## src/source/l15_tri_pkg.sv

```systemverilog
`default_nettype none

// Shared codes, widths and bus layouts for the ao486 to L1.5 fetch bridge
package l15_tri_pkg;

    // Widths fixed by the ao486 fetch port and the L1.5 port
    localparam int unsigned core_addr_w = 32;
    localparam int unsigned l15_addr_w  = 40;
    localparam int unsigned l15_data_w  = 64;
    localparam int unsigned insn_word_w = 32;
    localparam int unsigned fill_words  = 4;

    // Request type for an instruction miss on the L1.5 request side
    localparam logic [4:0] imiss_rq = 5'b10000;

    // Return types seen on the L1.5 return side
    localparam logic [3:0] ifill_ret = 4'b0001;
    localparam logic [3:0] int_ret   = 4'b0111;

    // Interrupt-type field value that lets the core start running
    localparam logic [1:0] int_wake_code = 2'b01;

    // An instruction fill always covers one 32-byte block
    localparam int unsigned fill_align_bits = 5;

    // Request toward the L1.5, held stable while val waits for the header ack
    typedef struct packed {
        logic                  val;
        logic [4:0]            rqtype;
        logic [l15_addr_w-1:0] address;
    } l15_req_t;

    // Return from the L1.5; data word 1 carries nothing the bridge needs
    typedef struct packed {
        logic                  val;
        logic [3:0]            returntype;
        logic [l15_data_w-1:0] data_0;
        logic [l15_data_w-1:0] data_2;
        logic [l15_data_w-1:0] data_3;
    } l15_ret_t;

    // Four little-endian instruction words, index 0 goes to the core first
    typedef logic [fill_words-1:0][insn_word_w-1:0] fill_line_t;

    // Fetch response toward the ao486 core
    typedef struct packed {
        logic [insn_word_w-1:0]            partial;
        logic [fill_words*insn_word_w-1:0] line;
        logic                              partial_done;
        logic                              done;
    } fetch_resp_t;

endpackage

`default_nettype wire

```

## src/source/ao486_l15_bridge.sv

```systemverilog
`timescale 1ns/10ps
`default_nettype none

// Bridge between the ao486 instruction fetch port and the L1.5 cache port
module ao486_l15_bridge (
    input  logic                                clk,
    input  logic                                rst_n,

    // Core fetch request
    input  logic                                readcode_do,
    input  logic [l15_tri_pkg::core_addr_w-1:0] readcode_address,

    // L1.5 port
    output l15_tri_pkg::l15_req_t               l15_req,
    input  logic                                l15_header_ack,
    input  l15_tri_pkg::l15_ret_t               l15_ret,

    // Toward the core
    output l15_tri_pkg::fetch_resp_t            fetch_resp,
    output logic                                core_run
);

    // Fill return seen this cycle, used to retire the open request
    logic fill_ret;

    // Unpacked line and its one-cycle ready pulse
    l15_tri_pkg::fill_line_t fill_line;
    logic                    fill_ready;

    ifill_request_issuer u_ifill_request_issuer (
        .clk              (clk),
        .rst_n            (rst_n),
        .readcode_do      (readcode_do),
        .readcode_address (readcode_address),
        .l15_header_ack   (l15_header_ack),
        .fill_ret         (fill_ret),
        .l15_req          (l15_req)
    );

    ifill_return_unpacker u_ifill_return_unpacker (
        .clk        (clk),
        .rst_n      (rst_n),
        .l15_ret    (l15_ret),
        .fill_ret   (fill_ret),
        .fill_line  (fill_line),
        .fill_ready (fill_ready)
    );

    // Walks the line out to the core over four cycles
    fetch_partial_sequencer u_fetch_partial_sequencer (
        .clk        (clk),
        .rst_n      (rst_n),
        .fill_line  (fill_line),
        .fill_ready (fill_ready),
        .fetch_resp (fetch_resp)
    );

    // Interrupt returns go straight to the wakeup logic
    core_wakeup_detector u_core_wakeup_detector (
        .clk      (clk),
        .rst_n    (rst_n),
        .l15_ret  (l15_ret),
        .core_run (core_run)
    );

endmodule

`default_nettype wire

```

## src/source/core_wakeup_detector.sv

```systemverilog
`timescale 1ns/10ps
`default_nettype none

// Releases the ao486 core once the interrupt controller sends the wakeup
// interrupt; the release holds until the next reset
module core_wakeup_detector (
    input  logic                  clk,
    input  logic                  rst_n,
    input  l15_tri_pkg::l15_ret_t l15_ret,
    output logic                  core_run
);

    // Position of the interrupt-type field inside return word 0
    localparam int unsigned int_field_lo = 16;

    logic [1:0] int_field;
    logic       wake;

    assign int_field = l15_ret.data_0[int_field_lo+1:int_field_lo];

    // Only an interrupt return with the wakeup code counts
    assign wake = l15_ret.val
               && (l15_ret.returntype == l15_tri_pkg::int_ret)
               && (int_field == l15_tri_pkg::int_wake_code);

    always_ff @(posedge clk) begin
        if (!rst_n) begin
            core_run <= 1'b0;
        end else if (wake) begin
            core_run <= 1'b1;
        end
    end

endmodule

`default_nettype wire

```

## src/source/fetch_partial_sequencer.sv

```systemverilog
`timescale 1ns/10ps
`default_nettype none

// Hands a fill line to the ao486 one instruction word per cycle while the
// accumulated line grows from the low end
module fetch_partial_sequencer (
    input  logic                     clk,
    input  logic                     rst_n,
    input  l15_tri_pkg::fill_line_t  fill_line,
    input  logic                     fill_ready,
    output l15_tri_pkg::fetch_resp_t fetch_resp
);

    localparam int unsigned word_w = l15_tri_pkg::insn_word_w;
    localparam int unsigned line_w = l15_tri_pkg::fill_words * word_w;

    // Index of the word that goes out on the next step
    logic [1:0] word_cnt;
    logic       running;

    logic              step;
    logic [1:0]        step_idx;
    logic              last_step;
    logic [word_w-1:0] step_word;
    logic [line_w-1:0] base_line;

    // A new fill restarts at word 0 with an empty line, even mid-sequence
    assign step     = fill_ready || running;
    assign step_idx = fill_ready ? 2'd0 : word_cnt;

    always_comb begin
        if (fill_ready) begin
            base_line = '0;
        end else begin
            base_line = fetch_resp.line;
        end
    end

    assign step_word = fill_line[step_idx];

    // Word 3 is the final one of the line
    assign last_step = (step_idx == 2'd3);

    always_ff @(posedge clk) begin
        if (!rst_n) begin
            word_cnt                <= 2'd0;
            running                 <= 1'b0;
            fetch_resp.partial      <= '0;
            fetch_resp.line         <= '0;
            fetch_resp.partial_done <= 1'b0;
            fetch_resp.done         <= 1'b0;
        end else if (step) begin
            // Earlier words move up one slot and the new one lands at the bottom
            fetch_resp.partial      <= step_word;
            fetch_resp.line         <= {base_line[line_w-word_w-1:0], step_word};
            fetch_resp.partial_done <= !last_step;
            fetch_resp.done         <= last_step;
            word_cnt                <= step_idx + 2'd1;
            running                 <= !last_step;
        end else begin
            // partial and line hold their last values between fills
            fetch_resp.partial_done <= 1'b0;
            fetch_resp.done         <= 1'b0;
        end
    end

endmodule

`default_nettype wire

```

## src/source/ifill_request_issuer.sv

```systemverilog
`timescale 1ns/10ps
`default_nettype none

// Issues one instruction-miss request per core fetch and keeps it alive
// until the L1.5 has taken the header and the fill has come back
module ifill_request_issuer (
    input  logic                                    clk,
    input  logic                                    rst_n,
    input  logic                                    readcode_do,
    input  logic [l15_tri_pkg::core_addr_w-1:0]     readcode_address,
    input  logic                                    l15_header_ack,
    input  logic                                    fill_ret,
    output l15_tri_pkg::l15_req_t                   l15_req
);

    // Controller states
    localparam logic [1:0] st_idle       = 2'd0;
    localparam logic [1:0] st_requesting = 2'd1;
    localparam logic [1:0] st_waiting    = 2'd2;

    // Number of upper bits filled by the sign extension
    localparam int unsigned ext_bits =
        l15_tri_pkg::l15_addr_w - l15_tri_pkg::core_addr_w;

    logic [1:0] state;
    logic [l15_tri_pkg::core_addr_w-1:0] aligned_addr;
    logic [l15_tri_pkg::l15_addr_w-1:0]  req_addr;

    // Clear the offset inside the 32-byte fill block
    always_comb begin
        aligned_addr = readcode_address;
        aligned_addr[l15_tri_pkg::fill_align_bits-1:0] = '0;
    end

    // The L1.5 expects a 40-bit address, so bit 31 is copied upward
    assign req_addr = {{ext_bits{aligned_addr[l15_tri_pkg::core_addr_w-1]}}, aligned_addr};

    always_ff @(posedge clk) begin
        if (!rst_n) begin
            state           <= st_idle;
            l15_req.val     <= 1'b0;
            l15_req.rqtype  <= '0;
            l15_req.address <= '0;
        end else begin
            case (state)
                st_idle: begin
                    // A fetch is only accepted when nothing is outstanding
                    if (readcode_do) begin
                        state           <= st_requesting;
                        l15_req.val     <= 1'b1;
                        l15_req.rqtype  <= l15_tri_pkg::imiss_rq;
                        l15_req.address <= req_addr;
                    end
                end
                st_requesting: begin
                    // A fill can in principle race the header ack, so it wins
                    if (fill_ret) begin
                        state           <= st_idle;
                        l15_req.val     <= 1'b0;
                        l15_req.rqtype  <= '0;
                        l15_req.address <= '0;
                    end else if (l15_header_ack) begin
                        // Header taken, type and address stay until the fill
                        state       <= st_waiting;
                        l15_req.val <= 1'b0;
                    end
                end
                st_waiting: begin
                    // The fill return closes the transaction
                    if (fill_ret) begin
                        state           <= st_idle;
                        l15_req.rqtype  <= '0;
                        l15_req.address <= '0;
                    end
                end
                default: begin
                    state           <= st_idle;
                    l15_req.val     <= 1'b0;
                    l15_req.rqtype  <= '0;
                    l15_req.address <= '0;
                end
            endcase
        end
    end

endmodule

`default_nettype wire

```

## src/source/ifill_return_unpacker.sv

```systemverilog
`timescale 1ns/10ps
`default_nettype none

// Picks instruction-fill returns off the L1.5 return bus and turns the two
// big-endian data words into four little-endian instruction words
module ifill_return_unpacker (
    input  logic                    clk,
    input  logic                    rst_n,
    input  l15_tri_pkg::l15_ret_t   l15_ret,
    output logic                    fill_ret,
    output l15_tri_pkg::fill_line_t fill_line,
    output logic                    fill_ready
);

    localparam int unsigned word_w = l15_tri_pkg::insn_word_w;
    localparam int unsigned data_w = l15_tri_pkg::l15_data_w;

    // Reverses the byte order of one 32-bit instruction word
    function automatic logic [word_w-1:0] swap_bytes(input logic [word_w-1:0] w);
        logic [word_w-1:0] r;
        r = {w[7:0], w[15:8], w[23:16], w[31:24]};
        return r;
    endfunction

    l15_tri_pkg::fill_line_t swapped;

    // Level seen by the issuer in the same cycle as the return strobe
    assign fill_ret = l15_ret.val && (l15_ret.returntype == l15_tri_pkg::ifill_ret);

    // The upper half of each data word holds the earlier instruction word
    always_comb begin
        swapped[0] = swap_bytes(l15_ret.data_2[data_w-1:word_w]);
        swapped[1] = swap_bytes(l15_ret.data_2[word_w-1:0]);
        swapped[2] = swap_bytes(l15_ret.data_3[data_w-1:word_w]);
        swapped[3] = swap_bytes(l15_ret.data_3[word_w-1:0]);
    end

    // The line is kept between fills so the sequencer can walk through it
    always_ff @(posedge clk) begin
        if (!rst_n) begin
            fill_line  <= '0;
            fill_ready <= 1'b0;
        end else begin
            fill_ready <= fill_ret;
            if (fill_ret) begin
                fill_line <= swapped;
            end
        end
    end

endmodule

`default_nettype wire

```

## config.mk

```make
export PLATFORM = sky130hd
export DESIGN_NAME = ao486_l15_bridge
export DESIGN_NICKNAME = d
export VERILOG_FILES = /design/src/source/l15_tri_pkg.sv /design/src/source/ao486_l15_bridge.sv /design/src/source/core_wakeup_detector.sv /design/src/source/fetch_partial_sequencer.sv /design/src/source/ifill_request_issuer.sv /design/src/source/ifill_return_unpacker.sv
export SDC_FILE = /design/constraint.sdc
export NUM_CORES = 1
export LEC_CHECK = 0
export BUFFER_PORTS_ARGS = -buffer_cell sky130_fd_sc_hd__clkbuf_2
export CAP_MARGIN = 20
export CORE_AREA = 10 10 182 167
export CTS_CLUSTER_DIAMETER = 200
export DETAILED_ROUTE_END_ITERATION = 10
export DIE_AREA = 0 0 192 177
export PLACE_DENSITY = 0.92
export SYNTH_ARGS = -nofsm -noshare
export SYNTH_HDL_FRONTEND = slang
export SYNTH_HIERARCHICAL = 1
export SYNTH_SLANG_ARGS = --single-unit
```

## constraint.sdc

```tcl
create_clock -name clk -period 2.48 [get_ports clk]
set_clock_uncertainty 0.15 [all_clocks]
set_input_delay 0.372 -clock clk [delete_from_list [all_inputs] [get_ports clk]]
set_output_delay 0.372 -clock clk [all_outputs]
set_load 0.02 [all_outputs]
```

Word-level counts from Yosys, hierarchy flattened. Index checks and enable logic that the tools add are counted.

Bits in writable memories: 0. Logic and storage cells: 55. Latch bits: 0. Memories kept: 0. Register bits after elaboration: 343. Bits of input ports: 233. Output and inout port bits: 209. Memory bits (read-only): 0.

Reduce and logical (&&, ||, !) cells: 11. Multiply operators: 0. Equality and inequality tests: 10. $add $sub $neg: 1. Bitwise gates (word level): 1. Mux-type cells: 15. Order comparisons: 1. Divide/modulo/power cells: 0. Shifts and indexed selects: 0.

Operators by type and width (number): $mux 96 (1); $pmux 45 s2 (1); $bmux 32 s2 (1); $mux 46 (1); $mux 45 (1); $mux 32 (1); $mux 2 (5); $pmux 2 s3 (1); $reduce_and 3->1 (2); $eq 2x1->1 const B (2); $eq 2x2->1 const B (2); $eq 4x1->1 const B (1); $eq 4x3->1 const B (1); $ne 2x2->1 const B (2); $reduce_and 2->1 (2); $logic_and 1x1->1 (3); $lt 2x3->1 const B (1); $ne 3x3->1 const B (1); $pmux 1 s3 (1); $add 2x1->2 const B (1); $logic_not 2->1 (1); $mux 1 (2); $ne 2x1->1 const B (1); $reduce_or 2->1 (1); other kinds (3) (3).

Depth between registers and ports, before layout. Gate-level depths: netlist of run 1.

Depth after elaboration: 4. Gate-level depth with buffers: 9. Mapped depth without buffers: 5.

Modules after synthesis. The synthesis of run 1 kept the hierarchy.

By module, submodules not included: fetch_partial_sequencer (cells each 656, instances 1, area each 6612.6 µm²); ifill_return_unpacker (cells each 559, instances 1, area each 5078.6 µm²); ifill_request_issuer (cells each 174, instances 1, area each 1586.5 µm²); core_wakeup_detector (cells each 5, instances 1, area each 46.3 µm²).

Least setup slack after synthesis of run 1. OpenSTA, ideal clock, no wires.

Path type: input to register. Start: in l15_ret[193] in the netlist's numbering. End: reg u_ifill_request_issuer/l15_req[38] (netlist name). Setup slack: 0.570 ns. Data arrival time: 1.628 ns. Setup time: 0.132 ns. Stages: 8. Cells stage by stage: nor4_2 > buf_4 > buf_4 > nor2b_1 > buf_4 > buf_6 > o21ai_1 > a21oi_1.

Word-level cells in the longest chain between the ends: 4.

Ends and longest elaborated chain: from (decl) (line ao486_l15_bridge.sv:16) `input l15_tri_pkg::l15_ret_t l15_ret,`; $eq 4x1->1 (line ifill_return_unpacker.sv:28) `assign fill_ret = l15_ret.val && (l15_ret.returntype == l15_tri_pkg::ifill_ret);`; $logic_and 1x1->1 (line ifill_return_unpacker.sv:28); named net fill_ret (line ao486_l15_bridge.sv:24) `logic fill_ret;`; $ne 2x1->1 (no source line); $reduce_and 2->1 (no source line).

The timed path passes the listed nets, and every way through them passes these cells. A chain may end at the register's enable or synchronous reset.

Worst setup path after layout of run 1.
Start: reg u_ifill_request_issuer.state[1]. End: reg u_ifill_request_issuer/l15_req[18] (netlist name).

Word-level cells in the longest chain between the ends: 4. Elaborated cells on any way between the ends: 8.

Ends and longest elaborated chain: from (decl) (line ifill_request_issuer.sv:25) `logic [1:0] state;`; from (signal assigned) (line ifill_request_issuer.sv:40) `state <= st_idle;`; from (signal assigned) (line ifill_request_issuer.sv:49) `state <= st_requesting;`; from (signal assigned) (line ifill_request_issuer.sv:58) `state <= st_idle;`; $eq 2x1->1 or $eq 2x2->1 (tied branches) (line ifill_request_issuer.sv:45) `case (state)`; $reduce_or 2->1 (no source line); $ne 2x1->1 (no source line); $reduce_and 2->1 (no source line).

Several ways; a longest one is shown, not always the timed one.

==> impl_metrics.csv, run 1 <==
group,metric,value,unit
run_status,status,"complete, no violations",
drt,avgRoutedWirePerCell,22.3,um
timing,finalCriticalPeriod,2160,ps
critical_path,cp-start-kind,"flip-flop",
floorplan,rows,57,
clock_tree,cts_buffers,31,
final_layout,fill_cells,1839,
yosys,ys_seq_area_share,44.2,%
timing,setup-tns-final,0,ps
worst_hold_path,hold_path_class,"primary input to flip-flop",
drt,wl,49100,um
yosys,syn_area,13300,um2
yosys,ys_ff_latch,294,
drt,drtIter0Drc,1155,
grt,grt_max_degree,97,
worst_hold_path,min_to,"u_ifill_request_issuer/l15_req[24]",
placement,io_buffer_count,365,
critical_path,rrSetupSlack,320,ps
clock_tree,cts.sink_count,294,
pwr,powerDensity,682,nW/um2
floorplan,fp.dieH,177,um
grt,grt-ovfl-total,0,
critical_path,worstRegToRegCells,6,
drt,first_pass_iters,6,
yosys,syn_inst,1394,
drt,num_vias,12500,
timing,tightest_slew,702,ps
timing,setup_viol,0,
worst_hold_path,min_path_cells,3,
placement,dp_hpwl,29000,um
timing,rsz0062_at_grt,"no",
drt,detail-route-antenna-nets,0,
job,drv_cap,0,
clock_tree,clockBufferDepth,3,
critical_path,slowest_stage,"nor2b_2",
critical_path,crit_path_cell_trace,"inv_1 > ha_1 > nor2b_2 > buf_8 > o21ai_0 > a21oi_1",
floorplan,die_w,192,um
critical_path,worst_setup_path_end_kind,"flip-flop",
placement,pre_cts_ws,315,ps
drt,routed_via_density,5.66,
critical_path,slowest_delay,580,ps
timing,finalHoldWorstSlack,42.0,ps
grt,grt_pass1_wl,73200,um
critical_path,worstPathMaxFanout,18,
floorplan,core,26600,um2
placement,dp.cells,1979,
final_layout,drive_gt1_share,28.2,%
clock_tree,cts.clk_slew.worst_paths,70,ps
critical_path,cp.required,2800,ps
floorplan,ioPinCount,442,
worst_hold_path,min-delay-start,"readcode_address[24]",
clock_tree,htree_levels,1,
grt,grt_pass1_vias,12600,
clock_tree,clock_latency,580,ps
pwr,p_total,12.0,mW
final_layout,final_common_cell,"clkbuf_2",
final_layout,final_util,66.4,%
timing,final_hold_viol_count,0,
clock_tree,cts_tree,"yes",
timing,setup_ws,323,ps
clock_tree,cts_resized,0,
critical_path,rr_endpoint,"u_ifill_request_issuer/l15_req[18]",
clock_tree,cts-root-buf,"clkbuf_16",
timing,maxSlewHeadroom,53.2,%
placement,dpl-instance-area,14900,um2
final_layout,fin_area,17700,um2
final_layout,layout.nets,2055,
grt,grt_antenna_before_repair,7,
timing,max_freq,0.464,GHz
final_layout,post_layout_nonfiller_instances,2201,
timing,period_share,87.0,%
final_layout,final_cell_mix,"clkbuf_2 (364), dfxtp_1 (291), nand2_1 (263)",
critical_path,critical_path_arrival,2470,ps
pwr,peakVddDrop,520,uV
yosys,yosysWarnings,6,
yosys,synth_cell_types,43,
critical_path,path_class,"flip-flop to flip-flop",
yosys,postSynthAreaPerCell,9.56,um2
grt,grt.total_usage,27.1,%
final_layout,syn_to_final_growth,32.5,%
placement,routabilityCongestion,0.875,
floorplan,start_util,50.1,%
critical_path,rr_startpoint,"u_ifill_request_issuer/state[1]",
pwr,power_leakage,7.25,nW
timing,slew_viol_final,0,
drt,drc,0,
floorplan,dieArea,34000,um2
[area by class of cell]
cell class / count / area, um2 / area share, %
multi-input cells: 934 / 6410 / 36.3
flip-flops and latches: 294 / 5890 / 33.4
repair buffers: 551 / 3770 / 21.3
clock buffers: 43 / 892 / 5.05
clock inverters: 14 / 220 / 1.25
inverters: 4 / 15.0 / 0.0850
diodes: 7 / 17.5 / 0.0992
well taps: 354 / 443 / 2.51
[routing by layer]
| layer | vias up | wire length, um | global-route usage [%] |
|---|---|---|---|
| met5 | - | 0 | 0 |
| met4 | 0 | 2790 | 15.6 |
| met3 | 230 | 4640 | 6.42 |
| met2 | 795 | 23300 | 45.0 |
| met1 | 5858 | 18300 | 31.5 |
| li1 | 5574 | - | - |
[what timing repair did]
item | 4_1_cts | 5_1_grt
hold buffers | 157 | 0
buffers inserted | 0 | 0
endpoints found under the hold margin | 155 | 0
[cell families after synthesis]
logic type | after synthesis | share of synthesized area, %
flip-flops | 294 | 44.2
multiplexers | 257 | 20.5
XOR/XNOR | 1 | 0.0657
AND/OR/NAND/NOR | 442 | 14.5
adder cells (fa/ha/maj) | 6 | 0.563
other | 1 | 0.0281
AO/OA/AOI/OAI | 219 | 12.1
buffers and inverters | 174 | 8.09
[cells in the mapped netlist (all sizes together)]
| cell | count | area (um2) |
|---|---|---|
| inv | 4 | 15.0 |
| a21boi | 1 | 7.51 |
| mux2i | 225 | 2250 |
| nor2 | 99 | 379 |
| o211ai | 1 | 7.51 |
| o2111ai | 27 | 236 |
| nor3b | 2 | 20.0 |
| nand4bb | 1 | 11.3 |
| xor2 | 1 | 8.76 |
| buf | 146 | 966 |
| a21o | 32 | 240 |
| and3 | 1 | 6.26 |
| nand4 | 1 | 6.26 |
| dfxtp | 294 | 5890 |
| o31a | 2 | 17.5 |
| nand3b | 32 | 240 |
| mux2 | 32 | 477 |
| ha | 6 | 75.1 |
| o21a | 3 | 22.5 |
| and2 | 1 | 6.26 |
| or2 | 1 | 6.26 |
| clkbuf | 24 | 97.6 |
| a21oi | 60 | 300 |
| o21ai | 61 | 305 |
| conb | 1 | 3.75 |
| nor4 | 1 | 12.5 |
| nand2b | 33 | 206 |
| nand2 | 263 | 987 |
| a221oi | 32 | 474 |
| nor2b | 6 | 40.0 |
| nor3 | 1 | 10.0 |
[worst max path at each step]
stage	slack, ps	start	to
6_report	320	u_ifill_request_issuer/state[1]	u_ifill_request_issuer/l15_req[18]
2_1_floorplan	570	l15_ret[193]	u_ifill_request_issuer/l15_req[38]
5_1_grt	200	u_fetch_partial_sequencer/word_cnt[1]	u_fetch_partial_sequencer/fetch_resp[136]
4_1_cts	230	u_ifill_request_issuer/state[0]	u_ifill_request_issuer/l15_req[19]
3_5_place_dp	320	u_ifill_request_issuer/state[0]	u_ifill_request_issuer/l15_req[19]
3_3_place_gp	430	u_ifill_request_issuer/state[0]	u_ifill_request_issuer/l15_req[44]
[worst max-delay path, delay by kind of cell (launching register included)]
kind / cells / cell delay, ps
simple gates: 1 / 580
flops: 1 / 340
buf+inv: 2 / 400
fa+ha+maj: 1 / 220
compound gates: 2 / 390
[registers in the layout, summed over array words and instances (netlist names)]
register and cells:
u_ifill_request_issuer/state 2, u_ifill_return_unpacker/fill_ready 1, u_fetch_partial_sequencer/running 1, u_core_wakeup_detector/core_run 1
u_fetch_partial_sequencer/fetch_resp 130, u_ifill_request_issuer/l15_req 29, u_ifill_return_unpacker/fill_line 128, u_fetch_partial_sequencer/word_cnt 2
[report_power, final]
part | internal (mW) | total, mW | switching (mW)
Clock | 3.05 | 5.04 | 2.00
Sequential | 4.89 | 5.03 | 0.138
Combinational | 0.719 | 1.97 | 1.25
Power figures use the tool's default switching activity.
==> inputs of run 2 (changes only) <==
ABC_AREA = 1   (was default)
CORE_AREA = 10 10 184 168   (was 10 10 182 167)
DIE_AREA = 0 0 194 178   (was 0 0 192 177)
PLACE_DENSITY = 0.91   (was 0.92)
==> run 2 against run 1 <==
Cell count increased by 24%; cell area shrank 4.9%; non-clock buffer count down 91; routed wire length decreased by 4.3%; clock power fell by 5.8%; worst setup slack got worse by 73 ps; worst hold slack worse by 33 ps; via count is 15% higher; die area rose by 1.6%; sequential cell count is the same; register-to-register slack improved by 160 ps; total power shrank 1.2%; critical endpoint is now u_core_wakeup_detector/core_run; largest power group is now registers.
==> impl_metrics.csv, run 2 <==
group,metric,value,unit
run_status,status,"complete, no violations",
clock_tree,cts_buffers,30,
final_layout,regMostFlops,"u_fetch_partial_sequencer/fetch_resp",
final_layout,final_cell_mix,"nor2_1 (493), nand2_1 (435), clkbuf_2 (363)",
pwr,pwr-share-comb,17.4,%
drt,num_vias,14300,
placement,dp_hpwl,31200,um
timing,setup_viol,0,
critical_path,slowest_delay,570,ps
yosys,post-synth-top-count-cell,"nor2_1",
critical_path,critical_path_arrival,2580,ps
yosys,synth_commonest_cells,"nor2_1 (495), nand2_1 (435), dfxtp_1 (294)",
pwr,netSwitchingPower,3.45,mW
timing,setup-tns-final,0,ps
pwr,netSwitchingFraction,29.0,%
yosys,syn_area,13600,um2
worst_hold_path,hold_path_class,"primary input to flip-flop",
worst_hold_path,min-delay-start,"l15_ret[125]",
drt,avgRoutedWirePerCell,17.3,um
drt,wl,46900,um
critical_path,rr_startpoint,"u_ifill_request_issuer/state[0]",
job,drv_cap,0,
critical_path,worstRegToRegCells,6,
pwr,cellInternalPower,8.44,mW
critical_path,cp-start-kind,"primary input",
critical_path,rrSetupSlack,480,ps
timing,period_share,89.9,%
clock_tree,cts_resized,0,
final_layout,drive_gt1_share,19.4,%
worst_hold_path,min_path_cells,5,
final_layout,final_common_cell,"nor2_1",
floorplan,dieArea,34500,um2
critical_path,cp.required,2830,ps
clock_tree,htree_levels,1,
floorplan,rows,57,
pwr,seqPwrFrac,42.6,%
worst_hold_path,min_to,"u_ifill_return_unpacker/fill_line[5]",
timing,slew_viol_final,0,
critical_path,slowest_stage,"dlygate4sd3_1",
drt,detail-route-antenna-nets,0,
clock_tree,clockBufferDepth,3,
placement,dpl-instance-area,15100,um2
yosys,syn_inst,2030,
placement,routabilityCongestion,0.885,
clock_tree,cts-root-buf,"clkbuf_16",
yosys,ys_ff_latch,294,
floorplan,fp.dieH,178,um
yosys,synth_top_area_share,43.3,%
critical_path,rr_endpoint,"u_ifill_request_issuer/l15_req[16]",
drt,routed_via_density,5.27,
clock_tree,cts.clk_slew.worst_paths,60,ps
critical_path,worstPathMaxFanout,1,
final_layout,largest_reg_flops,130,
critical_path,crit_path_cell_trace,"dlygate4sd3_1 > clkbuf_2 > inv_1 > nand2_1 > dlygate4sd3_1 > nor2_1 > nand2_1 > dlygate4sd3_1 > a21oi_2",
floorplan,ioPinCount,442,
yosys,synth.largest_area_cell,"dfxtp_1",
yosys,synth_cell_types,24,
critical_path,crit_top_cell,"dlygate4sd3_1",
yosys,postSynthAreaPerCell,6.70,um2
floorplan,start_util,50.5,%
yosys,async_flop_share,0,%
yosys,synth-edff-count,0,
critical_path,worst_setup_path_end_kind,"flip-flop",
drt,drtIter0Drc,1258,
final_layout,layout.nets,2573,
floorplan,core,27000,um2
placement,io_buffer_count,365,
clock_tree,cts.sink_count,294,
grt,grt_max_degree,130,
grt,grt_antenna_before_repair,6,
yosys,synth_area_leaders,"dfxtp_1 (43%), nor2_1 (14%), nand2_1 (12%)",
clock_tree,clock_latency,560,ps
floorplan,die_w,194,um
timing,final_hold_viol_count,0,
grt,grt-ovfl-total,0,
clock_tree,post-cts-setup-buffer-count,0,
timing,max_freq,0.448,GHz
clock_tree,cts_hold_buf,67,
critical_path,path_class,"primary input to flip-flop",
yosys,yosysWarnings,6,
clock_tree,cts_tree,"yes",
final_layout,largestRegisters,"u_fetch_partial_sequencer/fetch_resp x130, u_ifill_return_unpacker/fill_line x128, u_ifill_request_issuer/l15_req x29",
pwr,peakVddDrop,520,uV
drt,first_pass_iters,5,
pwr,clkPwrFrac,39.9,%
grt,grt.total_usage,25.2,%
pwr,power_leakage,8.02,nW
timing,maxSlewHeadroom,46.3,%
timing,tightest_slew,805,ps
yosys,ys_seq_area_share,43.3,%
drt,drc,0,
final_layout,fin_area,16800,um2
pwr,powerDensity,708,nW/um2
timing,rsz0062_at_grt,"no",
grt,grt_pass1_wl,72200,um
grt,grt_pass1_vias,13500,
yosys,ys.flop_type,"dfxtp_1",
timing,finalCriticalPeriod,2230,ps
final_layout,syn_to_final_growth,23.5,%
## run 2: cell types whose count changed after synthesis, moves of 31 or more
| cell | change |
|---|---|
| nand4_1 | +155 |
| nor2_1 | +397 |
| nand2_1 | +172 |
| mux2_4 | -31 |
| o21ai_0 | +58 |
| inv_1 | +207 |
| a221oi_2 | -31 |
| nand2b_1 | -33 |
| mux2i_1 | -225 |
| a21o_1 | -32 |
| nand3b_1 | -32 |
| o21ai_1 | -36 |
| nand3_1 | +62 |
## run 2: kinds of logic after synthesis
logic type	Yosys count	synth area share [%]
compound gates	161	5.95
flops	294	43.3
other cells	1	0.0276
simple gates	1157	35.7
fa+ha+maj	6	0.552
buf+inv	411	14.6
## run 2: layout make-up
type                            instances  area, um2
Antenna cell                            9       22.5
Sequential cell                       294       5890
Inverter                              215        807
Multi-Input combinational cell       1333       5790
Clock buffer                           43        881
Fill cell                            2297      10200
Clock inverter                         11        158
Tap cell                              354        443
Timing Repair Buffer                  460       2820
## run 2: power groups by stage
stage | Clock, mW | Sequential (mW) | Combinational, mW
CTS | 4.81 | 5.06 | 1.98
detailed placement | 0 | 5.16 | 1.87
global placement | 0 | 5.14 | 1.79
finish | 4.75 | 5.07 | 2.07
floorplan | 0 | 5.29 | 1.28
global route | 4.99 | 5.08 | 2.21
## run 2: metal layers
layer / vias to the layer above / GRT usage (%) / wire length (um)
met3: 150 / 6.14 / 4510
met4: 2 / 9.77 / 1920
li1: 6886 / - / -
met5: - / 0 / 13
met1: 6491 / 31.6 / 18900
met2: 801 / 41.3 / 21600
## run 2: how the worst max path moves through the flow
| stage | startpoint | to | slack [ps] |
|---|---|---|---|
| 2_1_floorplan | l15_ret[194] | u_ifill_request_issuer/l15_req[10] | 860 |
| 3_3_place_gp | l15_ret[195] | u_ifill_return_unpacker/fill_line[73] | 480 |
| 3_5_place_dp | l15_ret[195] | u_ifill_return_unpacker/fill_line[66] | 420 |
| 4_1_cts | l15_ret[145] | u_core_wakeup_detector/core_run | 400 |
| 5_1_grt | l15_ret[145] | u_core_wakeup_detector/core_run | 180 |
| 6_report | l15_ret[145] | u_core_wakeup_detector/core_run | 250 |
## run 2: worst max-delay path: cells and delay by family
kind            cells  cell delay (ps)
buf+inv             5             1820
simple gates        3              260
compound gates      1              110
## run 2: stage by stage
step	power (mW)	cells	worst slack (ps)	utilization, %	hold WS [ps]
2_1_floorplan	6.57	2038	864	-	304
3_3_place_gp	6.94	2589	483	55.9	300
3_5_place_dp	7.02	2589	417	55.9	302
4_1_cts	11.8	2710	399	62.2	0.0571
5_1_grt	12.3	2715	181	62.3	23.3
6_report	11.9	2719	250	62.3	8.58
